File: config.mk
export PLATFORM = sky130hd
export DESIGN_NAME = llc_front_end
export DESIGN_NICKNAME = d
export VERILOG_FILES = /design/src/verilog/llc_pkg.sv /design/src/verilog/llc_input_buffer.sv /design/src/verilog/llc_ctrl_regs.sv /design/src/verilog/llc_input_decoder.sv /design/src/verilog/llc_msg_select.sv /design/src/verilog/llc_front_end.sv
export VERILOG_INCLUDE_DIRS = /design/src /design/src/verilog
export SDC_FILE = /design/constraint.sdc
export NUM_CORES = 1
export LEC_CHECK = 0
export BUFFER_PORTS_ARGS = -buffer_cell sky130_fd_sc_hd__buf_4
export CORE_ASPECT_RATIO = 1.1
export CORE_UTILIZATION = 52
export DETAILED_ROUTE_END_ITERATION = 6
export HOLD_SLACK_MARGIN = 0.1
export PLACE_DENSITY_LB_ADDON = 0.25
export RECOVER_POWER = 100
export SLEW_MARGIN = 20
export SYNTH_ARGS = -nofsm -noshare
export SYNTH_HDL_FRONTEND = slang
export SYNTH_SLANG_ARGS = --single-unit
File: constraint.sdc
create_clock -name clk -period 3.6 [get_ports clk]
set_input_delay 0.54 -clock clk [delete_from_list [all_inputs] [get_ports clk]]
set_output_delay 0.54 -clock clk [all_outputs]
set_load 0.01 [all_outputs]
File: src/verilog/llc_macros.svh
`ifndef LLC_MACROS_SVH
`define LLC_MACROS_SVH

// Address width of coherence and DMA messages.
`define LLC_ADDR_BITS 16

// Data word carried by responses, DMA requests and cfg writes.
`define LLC_DATA_BITS 32

`define LLC_ID_BITS 4

`define LLC_CFG_ADDR_BITS 2

`endif

File: src/verilog/llc_pkg.sv
`default_nettype none

`include "llc_macros.svh"

package llc_pkg;

    typedef struct packed {
        logic is_flush;
    } llc_rst_tb_t;

    typedef struct packed {
        logic [`LLC_ADDR_BITS-1:0] addr;
        logic [`LLC_ID_BITS-1:0]   id;
    } llc_req_t;

    typedef struct packed {
        logic [`LLC_ADDR_BITS-1:0] addr;
        logic [`LLC_DATA_BITS-1:0] data;
    } llc_rsp_t;

    typedef struct packed {
        logic [`LLC_ADDR_BITS-1:0] addr;
        logic                      write;
        logic [`LLC_DATA_BITS-1:0] data;
    } llc_dma_req_t;

    typedef enum logic [3:0] {
        NONE             = 4'd0,
        RST              = 4'd1,
        RSP              = 4'd2,
        REQ              = 4'd3,
        DMA_REQ          = 4'd4,
        RST_RESUME       = 4'd5,
        FLUSH_RESUME     = 4'd6,
        DMA_READ_RESUME  = 4'd7,
        DMA_WRITE_RESUME = 4'd8
    } llc_kind_t;

    // One-hot action flags; from_stalled and look qualify the action.
    typedef struct packed {
        logic is_rst_to_get;
        logic is_rsp_to_get;
        logic is_req_to_get;
        logic is_dma_req_to_get;
        logic is_rst_to_resume;
        logic is_flush_to_resume;
        logic is_dma_read_to_resume;
        logic is_dma_write_to_resume;
        logic from_stalled;
        logic look;
    } llc_decision_t;

    typedef struct packed {
        logic recall_pending;
        logic recall_valid;
        logic dma_read_pending;
        logic dma_write_pending;
        logic rst_stall;
        logic flush_stall;
        logic req_stall;
        logic req_in_stalled_valid;
    } llc_ctrl_t;

    typedef struct packed {
        logic                      valid;
        llc_kind_t                 kind;
        logic                      look;
        logic [`LLC_ADDR_BITS-1:0] addr;
        logic [`LLC_DATA_BITS-1:0] data;
        logic [`LLC_ID_BITS-1:0]   id;
        logic                      write;
    } llc_dispatch_t;

endpackage

`default_nettype wire

File: src/verilog/llc_input_buffer.sv
`default_nettype none
`timescale 1ns/1ps

module llc_input_buffer #(
    parameter type payload_t = logic
) (
    input  logic     clk,
    input  logic     rst,
    input  logic     in_valid,
    input  payload_t in_data,
    output logic     in_ready,
    output logic     buf_valid,
    output payload_t buf_data,
    input  logic     pop
);

    logic push;

    // Accepting only when empty means push and pop never meet.
    assign in_ready = !buf_valid;
    assign push     = in_valid && in_ready;

    always_ff @(posedge clk or negedge rst) begin
        if (!rst) begin
            buf_valid <= 1'b0;
        end else if (push) begin
            buf_valid <= 1'b1;
        end else if (pop) begin
            buf_valid <= 1'b0;
        end
    end

    always_ff @(posedge clk) begin
        if (push) begin
            buf_data <= in_data;
        end
    end

endmodule

`default_nettype wire

File: src/verilog/llc_ctrl_regs.sv
`default_nettype none
`timescale 1ns/1ps
`include "llc_macros.svh"

module llc_ctrl_regs import llc_pkg::*; (
    input  logic                          clk,
    input  logic                          rst,
    input  logic                          cfg_wr,
    input  logic [`LLC_CFG_ADDR_BITS-1:0] cfg_addr,
    input  logic [`LLC_DATA_BITS-1:0]     cfg_wdata,
    input  llc_decision_t                 decision,
    output llc_ctrl_t                     ctrl,
    output llc_req_t                      stalled_req
);

    llc_ctrl_t ctrl_next;
    logic      any_resume;

    assign any_resume = decision.is_rst_to_resume | decision.is_flush_to_resume |
                        decision.is_dma_read_to_resume | decision.is_dma_write_to_resume;

    always_comb begin
        ctrl_next = ctrl;

        // Consumed state first, so a cfg write to the same bits wins.
        if (decision.is_rst_to_resume) ctrl_next.rst_stall = 1'b0;
        if (decision.is_flush_to_resume) ctrl_next.flush_stall = 1'b0;
        if (decision.from_stalled) ctrl_next.req_in_stalled_valid = 1'b0;
        if (decision.is_dma_read_to_resume) ctrl_next.dma_read_pending = 1'b0;
        if (decision.is_dma_write_to_resume) ctrl_next.dma_write_pending = 1'b0;
        if (any_resume && ctrl.recall_pending) begin
            ctrl_next.recall_pending = 1'b0;
            ctrl_next.recall_valid   = 1'b0;
        end

        if (cfg_wr) begin
            case (cfg_addr)
                2'd0: begin
                    ctrl_next.rst_stall   = cfg_wdata[0];
                    ctrl_next.flush_stall = cfg_wdata[1];
                    ctrl_next.req_stall   = cfg_wdata[2];
                end
                2'd1: begin
                    ctrl_next.recall_pending = cfg_wdata[0];
                    ctrl_next.recall_valid   = cfg_wdata[1];
                end
                2'd2: begin
                    ctrl_next.dma_read_pending  = cfg_wdata[0];
                    ctrl_next.dma_write_pending = cfg_wdata[1];
                end
                default: ctrl_next.req_in_stalled_valid = 1'b1;
            endcase
        end
    end

    always_ff @(posedge clk or negedge rst) begin
        if (!rst) begin
            ctrl <= '0;
        end else begin
            ctrl <= ctrl_next;
        end
    end

    // Slot payload takes addr from the low bits and id from just above it.
    always_ff @(posedge clk) begin
        if (cfg_wr && cfg_addr == 2'd3) begin
            stalled_req.addr <= cfg_wdata[`LLC_ADDR_BITS-1:0];
            stalled_req.id   <= cfg_wdata[`LLC_ADDR_BITS +: `LLC_ID_BITS];
        end
    end

endmodule

`default_nettype wire

File: src/verilog/llc_input_decoder.sv
`default_nettype none
`timescale 1ns/1ps

module llc_input_decoder import llc_pkg::*; (
    input  logic          clk,
    input  logic          rst,
    input  logic          rst_tb_valid,
    input  logic          rsp_valid,
    input  logic          req_valid,
    input  logic          dma_req_valid,
    input  llc_ctrl_t     ctrl,
    input  logic          decode_en,
    output logic          rst_tb_pop,
    output logic          rsp_pop,
    output logic          req_pop,
    output logic          dma_req_pop,
    output llc_decision_t decision
);

    logic          can_get_rst_tb;
    logic          can_get_rsp;
    logic          can_get_req;
    logic          can_get_dma_req;
    logic          no_dma_pending;
    logic          fresh;
    llc_decision_t decision_next;
    llc_decision_t decision_held;

    assign no_dma_pending = !ctrl.dma_read_pending && !ctrl.dma_write_pending;

    // Channel valids are seen one cycle after the buffer fills.
    always_ff @(posedge clk or negedge rst) begin
        if (!rst) begin
            can_get_rst_tb  <= 1'b0;
            can_get_rsp     <= 1'b0;
            can_get_req     <= 1'b0;
            can_get_dma_req <= 1'b0;
        end else begin
            can_get_rst_tb  <= rst_tb_valid;
            can_get_rsp     <= rsp_valid;
            can_get_req     <= req_valid;
            can_get_dma_req <= dma_req_valid;
        end
    end

    always_comb begin
        decision_next = '0;

        if (ctrl.recall_pending) begin
            if (!ctrl.recall_valid) begin
                decision_next.is_rsp_to_get = can_get_rsp;
            end else if (ctrl.dma_read_pending) begin
                decision_next.is_dma_read_to_resume = 1'b1;
            end else if (ctrl.dma_write_pending) begin
                decision_next.is_dma_write_to_resume = 1'b1;
            end
        end else if (ctrl.rst_stall) begin
            decision_next.is_rst_to_resume = 1'b1;
        end else if (ctrl.flush_stall) begin
            decision_next.is_flush_to_resume = 1'b1;
        end else if (can_get_rst_tb && no_dma_pending) begin
            decision_next.is_rst_to_get = 1'b1;
        end else if (can_get_rsp) begin
            decision_next.is_rsp_to_get = 1'b1;
        end else if (!ctrl.req_stall && (ctrl.req_in_stalled_valid || can_get_req)) begin
            // Stalled slot has precedence over a fresh request.
            decision_next.is_req_to_get = 1'b1;
            decision_next.from_stalled  = ctrl.req_in_stalled_valid;
        end else if (ctrl.dma_read_pending) begin
            decision_next.is_dma_read_to_resume = 1'b1;
        end else if (ctrl.dma_write_pending) begin
            decision_next.is_dma_write_to_resume = can_get_dma_req;
        end else if (can_get_dma_req && !ctrl.req_stall) begin
            decision_next.is_dma_req_to_get = 1'b1;
        end

        decision_next.look = decision_next.is_flush_to_resume |
                             decision_next.is_rsp_to_get |
                             decision_next.is_req_to_get |
                             decision_next.is_dma_req_to_get |
                             ((decision_next.is_dma_read_to_resume |
                               decision_next.is_dma_write_to_resume) & ~ctrl.recall_pending);
    end

    always_ff @(posedge clk or negedge rst) begin
        if (!rst) begin
            decision_held <= '0;
            fresh         <= 1'b0;
        end else begin
            fresh <= decode_en;
            if (decode_en) begin
                decision_held <= decision_next;
            end
        end
    end

    // The held action is presented for one cycle, so it is consumed once.
    assign decision = fresh ? decision_held : '0;

    assign rst_tb_pop = decision.is_rst_to_get;
    assign rsp_pop    = decision.is_rsp_to_get;
    assign req_pop    = decision.is_req_to_get & ~decision.from_stalled;

    // A write resume outside recall takes its DMA request; look marks that case.
    assign dma_req_pop = decision.is_dma_req_to_get |
                         (decision.is_dma_write_to_resume & decision.look);

endmodule

`default_nettype wire

File: src/verilog/llc_msg_select.sv
`default_nettype none
`timescale 1ns/1ps

module llc_msg_select import llc_pkg::*; (
    input  logic          clk,
    input  logic          rst,
    input  llc_decision_t decision,
    input  llc_rst_tb_t   rst_tb_data,
    input  llc_rsp_t      rsp_data,
    input  llc_req_t      req_data,
    input  llc_req_t      stalled_req,
    input  llc_dma_req_t  dma_req_data,
    output llc_dispatch_t dispatch
);

    llc_dispatch_t dispatch_next;
    llc_req_t      req_src;

    assign req_src = decision.from_stalled ? stalled_req : req_data;

    always_comb begin
        dispatch_next      = '0;
        dispatch_next.look = decision.look;

        if (decision.is_rst_to_get) begin
            dispatch_next.kind = RST;
            // Flush and plain reset share a kind; the flush bit rides in data.
            dispatch_next.data = {{(`LLC_DATA_BITS-1){1'b0}}, rst_tb_data.is_flush};
        end else if (decision.is_rsp_to_get) begin
            dispatch_next.kind = RSP;
            dispatch_next.addr = rsp_data.addr;
            dispatch_next.data = rsp_data.data;
        end else if (decision.is_req_to_get) begin
            dispatch_next.kind = REQ;
            dispatch_next.addr = req_src.addr;
            dispatch_next.id   = req_src.id;
        end else if (decision.is_dma_req_to_get) begin
            dispatch_next.kind  = DMA_REQ;
            dispatch_next.addr  = dma_req_data.addr;
            dispatch_next.write = dma_req_data.write;
            dispatch_next.data  = dma_req_data.data;
        end else if (decision.is_rst_to_resume) begin
            dispatch_next.kind = RST_RESUME;
        end else if (decision.is_flush_to_resume) begin
            dispatch_next.kind = FLUSH_RESUME;
        end else if (decision.is_dma_read_to_resume) begin
            dispatch_next.kind = DMA_READ_RESUME;
        end else if (decision.is_dma_write_to_resume) begin
            dispatch_next.kind = DMA_WRITE_RESUME;
        end

        dispatch_next.valid = (dispatch_next.kind != NONE);
    end

    always_ff @(posedge clk or negedge rst) begin
        if (!rst) begin
            dispatch <= '0;
        end else begin
            dispatch <= dispatch_next;
        end
    end

endmodule

`default_nettype wire

File: src/verilog/llc_front_end.sv
`default_nettype none
`timescale 1ns/1ps
`include "llc_macros.svh"

module llc_front_end import llc_pkg::*; (
    input  logic                          clk,
    input  logic                          rst,
    input  logic                          rst_tb_in_valid,
    input  llc_rst_tb_t                   rst_tb_in,
    output logic                          rst_tb_in_ready,
    input  logic                          rsp_in_valid,
    input  llc_rsp_t                      rsp_in,
    output logic                          rsp_in_ready,
    input  logic                          req_in_valid,
    input  llc_req_t                      req_in,
    output logic                          req_in_ready,
    input  logic                          dma_req_in_valid,
    input  llc_dma_req_t                  dma_req_in,
    output logic                          dma_req_in_ready,
    input  logic                          cfg_wr,
    input  logic [`LLC_CFG_ADDR_BITS-1:0] cfg_addr,
    input  logic [`LLC_DATA_BITS-1:0]     cfg_wdata,
    input  logic                          decode_en,
    output llc_dispatch_t                 dispatch
);

    logic          rst_tb_valid;
    logic          rsp_valid;
    logic          req_valid;
    logic          dma_req_valid;
    logic          rst_tb_pop;
    logic          rsp_pop;
    logic          req_pop;
    logic          dma_req_pop;
    llc_rst_tb_t   rst_tb_data;
    llc_rsp_t      rsp_data;
    llc_req_t      req_data;
    llc_dma_req_t  dma_req_data;
    llc_req_t      stalled_req;
    llc_ctrl_t     ctrl;
    llc_decision_t decision;

    llc_input_buffer #(.payload_t(llc_rst_tb_t)) rst_tb_buf (
        .clk(clk), .rst(rst),
        .in_valid(rst_tb_in_valid), .in_data(rst_tb_in), .in_ready(rst_tb_in_ready),
        .buf_valid(rst_tb_valid), .buf_data(rst_tb_data), .pop(rst_tb_pop)
    );

    llc_input_buffer #(.payload_t(llc_rsp_t)) rsp_buf (
        .clk(clk), .rst(rst),
        .in_valid(rsp_in_valid), .in_data(rsp_in), .in_ready(rsp_in_ready),
        .buf_valid(rsp_valid), .buf_data(rsp_data), .pop(rsp_pop)
    );

    llc_input_buffer #(.payload_t(llc_req_t)) req_buf (
        .clk(clk), .rst(rst),
        .in_valid(req_in_valid), .in_data(req_in), .in_ready(req_in_ready),
        .buf_valid(req_valid), .buf_data(req_data), .pop(req_pop)
    );

    llc_input_buffer #(.payload_t(llc_dma_req_t)) dma_req_buf (
        .clk(clk), .rst(rst),
        .in_valid(dma_req_in_valid), .in_data(dma_req_in), .in_ready(dma_req_in_ready),
        .buf_valid(dma_req_valid), .buf_data(dma_req_data), .pop(dma_req_pop)
    );

    llc_ctrl_regs ctrl_regs (
        .clk(clk), .rst(rst),
        .cfg_wr(cfg_wr), .cfg_addr(cfg_addr), .cfg_wdata(cfg_wdata),
        .decision(decision), .ctrl(ctrl), .stalled_req(stalled_req)
    );

    llc_input_decoder decoder (
        .clk(clk), .rst(rst),
        .rst_tb_valid(rst_tb_valid), .rsp_valid(rsp_valid),
        .req_valid(req_valid), .dma_req_valid(dma_req_valid),
        .ctrl(ctrl), .decode_en(decode_en),
        .rst_tb_pop(rst_tb_pop), .rsp_pop(rsp_pop),
        .req_pop(req_pop), .dma_req_pop(dma_req_pop),
        .decision(decision)
    );

    llc_msg_select msg_select (
        .clk(clk), .rst(rst), .decision(decision),
        .rst_tb_data(rst_tb_data), .rsp_data(rsp_data), .req_data(req_data),
        .stalled_req(stalled_req), .dma_req_data(dma_req_data),
        .dispatch(dispatch)
    );

endmodule

`default_nettype wire

==> reports/summary.log <==
INFO  synth          synthesized_area_per_cell=16.0um^2
INFO  sta            finalHoldWorstSlack=233ps
INFO  critical_path  crit_type=reg -> reg
INFO  placement      place.port_buffers=210
INFO  floorplan      io_pins=223
INFO  sta            timing.final.hold_violations=0
INFO  global_route   first_pass_grt_wire_length=27.8mm
INFO  synth          yosys.cell_types.count=52
INFO  sta            setup_tns=0ps
INFO  floorplan      die_w=122um
INFO  cts            post-cts-setup-buffer-count=0
INFO  placement      detailedPlacementHpwl=12.6mm
INFO  hold_path      worst_hold_class=in -> reg
INFO  floorplan      fp.dieArea=16400um^2
INFO  sta            unrepaired_setup_endpoints_after_global_routing=no
INFO  sta            clock.fmax=376MHz
INFO  critical_path  worst_setup_path_end_kind=flop
INFO  critical_path  ff2ff_setup_slack=940ps
INFO  pwr            leakage=4.05nW
INFO  finish         postLayoutCoreUtil=0.673
INFO  synth          yosysTopAreaCellShare=0.502
INFO  finish         finish.net_count=891
INFO  pwr            comb_power_share=0.154
INFO  run_status     violations=capacitance limit, slew limit
INFO  cts            clk_pin_slew=60ps
INFO  hold_path      holdPathStages=1
INFO  critical_path  r2r-end=msg_select.dispatch[16]
INFO  cts            clock_insertion_delay_worst_skew=500ps
INFO  finish         synth_to_final_area_change=24.7%
INFO  synth          synth.net_count=675
INFO  placement      finalWeightedCongestion=0.878
INFO  sta            setup_viol_count_final=0
INFO  pwr            ir_drop=418uV
INFO  floorplan      placeableCoreArea=15300um^2
INFO  synth          netlist_instances=515
INFO  finish         post_route_cell_area=10300um^2
INFO  drt            avgRoutedWirePerCell=19.3um
INFO  pwr            total_power=6.48mW
INFO  sta            headroom_to_the_max_slew_limit=-0.468
INFO  drt            wirelength=18.2mm
INFO  sta            worst_margin_pin_slew=2200ps
INFO  synth          synth-async-reset-ratio=0.384
INFO  global_route   antenna_found_initial=0
INFO  drt            avgViaCountPerCell=5.40
INFO  global_route   grt_start_max_net_pins=41
INFO  pwr            power.internal=4.77mW
INFO  critical_path  arrival=3030ps
INFO  pwr            sw_frac=0.264
INFO  drt            drt-initial-drc-count=325
INFO  flow_run       maxCapViolations=2
INFO  hold_path      whs_endpoint=req_buf.buf_data[9]
INFO  global_route   grt_use_total=0.227
INFO  global_route   overflow=0
INFO  critical_path  crit-reg2reg-launch=decoder.fresh
INFO  pwr            pwr-share-seq=0.513
INFO  critical_path  crit_path_max_fanout=22
INFO  critical_path  critical_path_required=3980ps
INFO  floorplan      fp-row-count=47
INFO  drt            detail_route.first_pass.iterations=5
INFO  cts            cts_htree_levels=1
INFO  drt            detail_route.drc_violations=0
INFO  synth          ys_seq_area_frac=0.762
INFO  floorplan      floorplan.initialDensity=0.540
INFO  cts            max-clock-path-buffers=3
INFO  sta            final.period_utilization=0.738
INFO  cts            cts_buffers=23
INFO  drt            vias=5099
INFO  finish         antenna_cells=0
INFO  synth          biggest_area_consumer_among_synthesized_cells=sky130_fd_sc_hd__edfxtp_1
INFO  global_route   number_of_global_route_vias_before_repair=5315
INFO  hold_path      min_from=req_in[9]
INFO  synth          ys_dominant_reg_cell=sky130_fd_sc_hd__edfxtp_1
INFO  finish         layout-drive-gt1-share=0.286
INFO  critical_path  crit_path_start_kind=flop
INFO  cts            cts.root.buffer_cell=sky130_fd_sc_hd__clkbuf_16
INFO  sta            final_period_minus_worst_setup_slack=2660ps
INFO  synth          synth_edf_count=138
INFO  sta            maxSlewViolCount=39
INFO  cts            tritoncts=done
INFO  critical_path  timing.reg2reg.worst_path_depth=4
INFO  cts            clock_sink_count=224
INFO  floorplan      dieHeight=134um
INFO  synth          synth-warning-count=0
INFO  drt            ant_nets=0
INFO  synth          synth_area=8260um^2
INFO  synth          synth_top_cells_by_area=sky130_fd_sc_hd__edfxtp_1, sky130_fd_sc_hd__dfrtp_1, sky130_fd_sc_hd__a22oi_2
INFO  pwr            clockPowerShare=0.333
INFO  pwr            pwr_density_cell=629nW/um^2
INFO  sta            timing.clock.skew=9.78ps
INFO  run_status     result_of_the_run=finished with violations
INFO  pwr            net-switching-power=1.71mW
INFO  placement      dpl-instance-area=9960um^2
INFO  synth          postSynthRegisterBits=224
timing repair:
action | 4_1_cts | 5_1_grt
hold endpoints to repair | 23 | 0
resized for setup | 0 | 0
hold buffers | 1 | 0
metrics by stage:
step | worst slack (ps) | instances
global placement | 1500 | 901
floorplan | 425 | 515
finish | 942 | 944
global route | 680 | 944
detailed placement | 1450 | 901
CTS | 1450 | 944
synthesized netlist by cell type, drive strengths merged (4+ instances only):
cell type	instances
edfxtp	138
dfrtp	86
nor2	52
a22oi	31
buf	22
nor3	22
nand2	21
o21ai	18
inv	16
a21oi	15
a221oi	11
mux2i	10
and2	7
nand3b	7
nor2b	7
a211oi	6
nand3	6
o22ai	6
clkbuf	5
a21o	4
critical path, stage by stage (launching register included):
cell and delay (ps):
sky130_fd_sc_hd__dfrtp_1 340, sky130_fd_sc_hd__clkbuf_1 650, sky130_fd_sc_hd__and2_0 1050, sky130_fd_sc_hd__buf_4 410, sky130_fd_sc_hd__nor2_1 90
area by class of cell:
cell class              instances  area (um^2)
repair buffers                218         1360
inverters                      16         60.1
fillers                      1121         4990
multi-input cells             248         1640
clock buffers                  37          658
well taps                     196          245
flip-flops and latches        224         6300
clock inverters                 5         32.5
kinds of logic after synthesis:
family | count (synthesis) | synth area share
and+or+nand+nor | 133 | 0.0829
DFF | 224 | 0.762
muxes | 12 | 0.0148
AOI/OAI and AO/OA | 103 | 0.109
buffers and inverters | 43 | 0.0311
how the worst max path moves through the flow:
stage                                   startpoint                      end  slack, ps  cells after the start
after floorplan                   dma_req_in_valid  dma_req_buf.buf_data[0]        420                      1
after global placement    decoder.decision_held[6]  msg_select.dispatch[36]       1500                      5
after detailed placement  decoder.decision_held[6]  msg_select.dispatch[36]       1450                      5
after CTS                 decoder.decision_held[6]  msg_select.dispatch[36]       1450                      5
after global routing                 decoder.fresh  msg_select.dispatch[16]        680                      4
final                                decoder.fresh  msg_select.dispatch[16]        940                      4
layer usage:
metal | track usage | vias to the layer above | wire, um
li1 | - | 2345 | -
met1 | 0.275 | 2498 | 6790
met2 | 0.386 | 226 | 9210
met3 | 0.0685 | 30 | 1740
met4 | 0.0759 | 0 | 428
met5 | 0 | - | 0
placed cells by master, fill, tap and decap left out, types with 2 or more instances in the layout:
cell type,n
sky130_fd_sc_hd__o21ai_0,15
sky130_fd_sc_hd__nor2b_1,6
sky130_fd_sc_hd__a21o_1,4
sky130_fd_sc_hd__nand3_1,6
sky130_fd_sc_hd__buf_4,10
sky130_fd_sc_hd__a221oi_1,11
sky130_fd_sc_hd__a21oi_1,15
sky130_fd_sc_hd__and2_0,2
sky130_fd_sc_hd__nor3_1,20
sky130_fd_sc_hd__clkbuf_16,23
sky130_fd_sc_hd__nand2_1,21
sky130_fd_sc_hd__nor2_1,52
sky130_fd_sc_hd__nor4b_1,2
sky130_fd_sc_hd__a21boi_0,2
sky130_fd_sc_hd__clkbuf_1,83
sky130_fd_sc_hd__clkbuf_2,2
sky130_fd_sc_hd__nor4_1,2
sky130_fd_sc_hd__a211oi_1,6
sky130_fd_sc_hd__o21ai_1,3
sky130_fd_sc_hd__and2_4,2
sky130_fd_sc_hd__and3_1,2
sky130_fd_sc_hd__dfrtp_1,86
sky130_fd_sc_hd__inv_1,16
sky130_fd_sc_hd__nand3b_1,6
sky130_fd_sc_hd__edfxtp_1,138
sky130_fd_sc_hd__mux2_2,2
sky130_fd_sc_hd__nor3_2,2
sky130_fd_sc_hd__clkinvlp_4,2
sky130_fd_sc_hd__o21a_1,2
sky130_fd_sc_hd__a22oi_1,2
sky130_fd_sc_hd__clkbuf_4,133
sky130_fd_sc_hd__a22oi_2,29
sky130_fd_sc_hd__mux2i_1,10
sky130_fd_sc_hd__a41o_1,2
sky130_fd_sc_hd__clkbuf_8,3
sky130_fd_sc_hd__and2_1,3
sky130_fd_sc_hd__o22ai_1,5
registers in the layout, indices dropped and copies added, names as in the netlist, 8 cells and up:
| signal | count |
|---|---|
| ctrl_regs.ctrl | 8 |
| ctrl_regs.stalled_req | 20 |
| decoder.decision_held | 10 |
| dma_req_buf.buf_data | 49 |
| msg_select.dispatch | 59 |
| req_buf.buf_data | 20 |
| rsp_buf.buf_data | 48 |
power groups by stage:
stage | combinational [mW] | sequential [mW] | clock [mW]
final | 0.997 | 3.33 | 2.16
after global routing | 1.10 | 3.36 | 2.29
after global placement | 1.12 | 3.37 | 0
after floorplan | 0.604 | 3.38 | 0
after detailed placement | 1.16 | 3.39 | 0
after CTS | 1.16 | 3.34 | 2.20
Note: power is estimated with default switching activity, not from simulation.
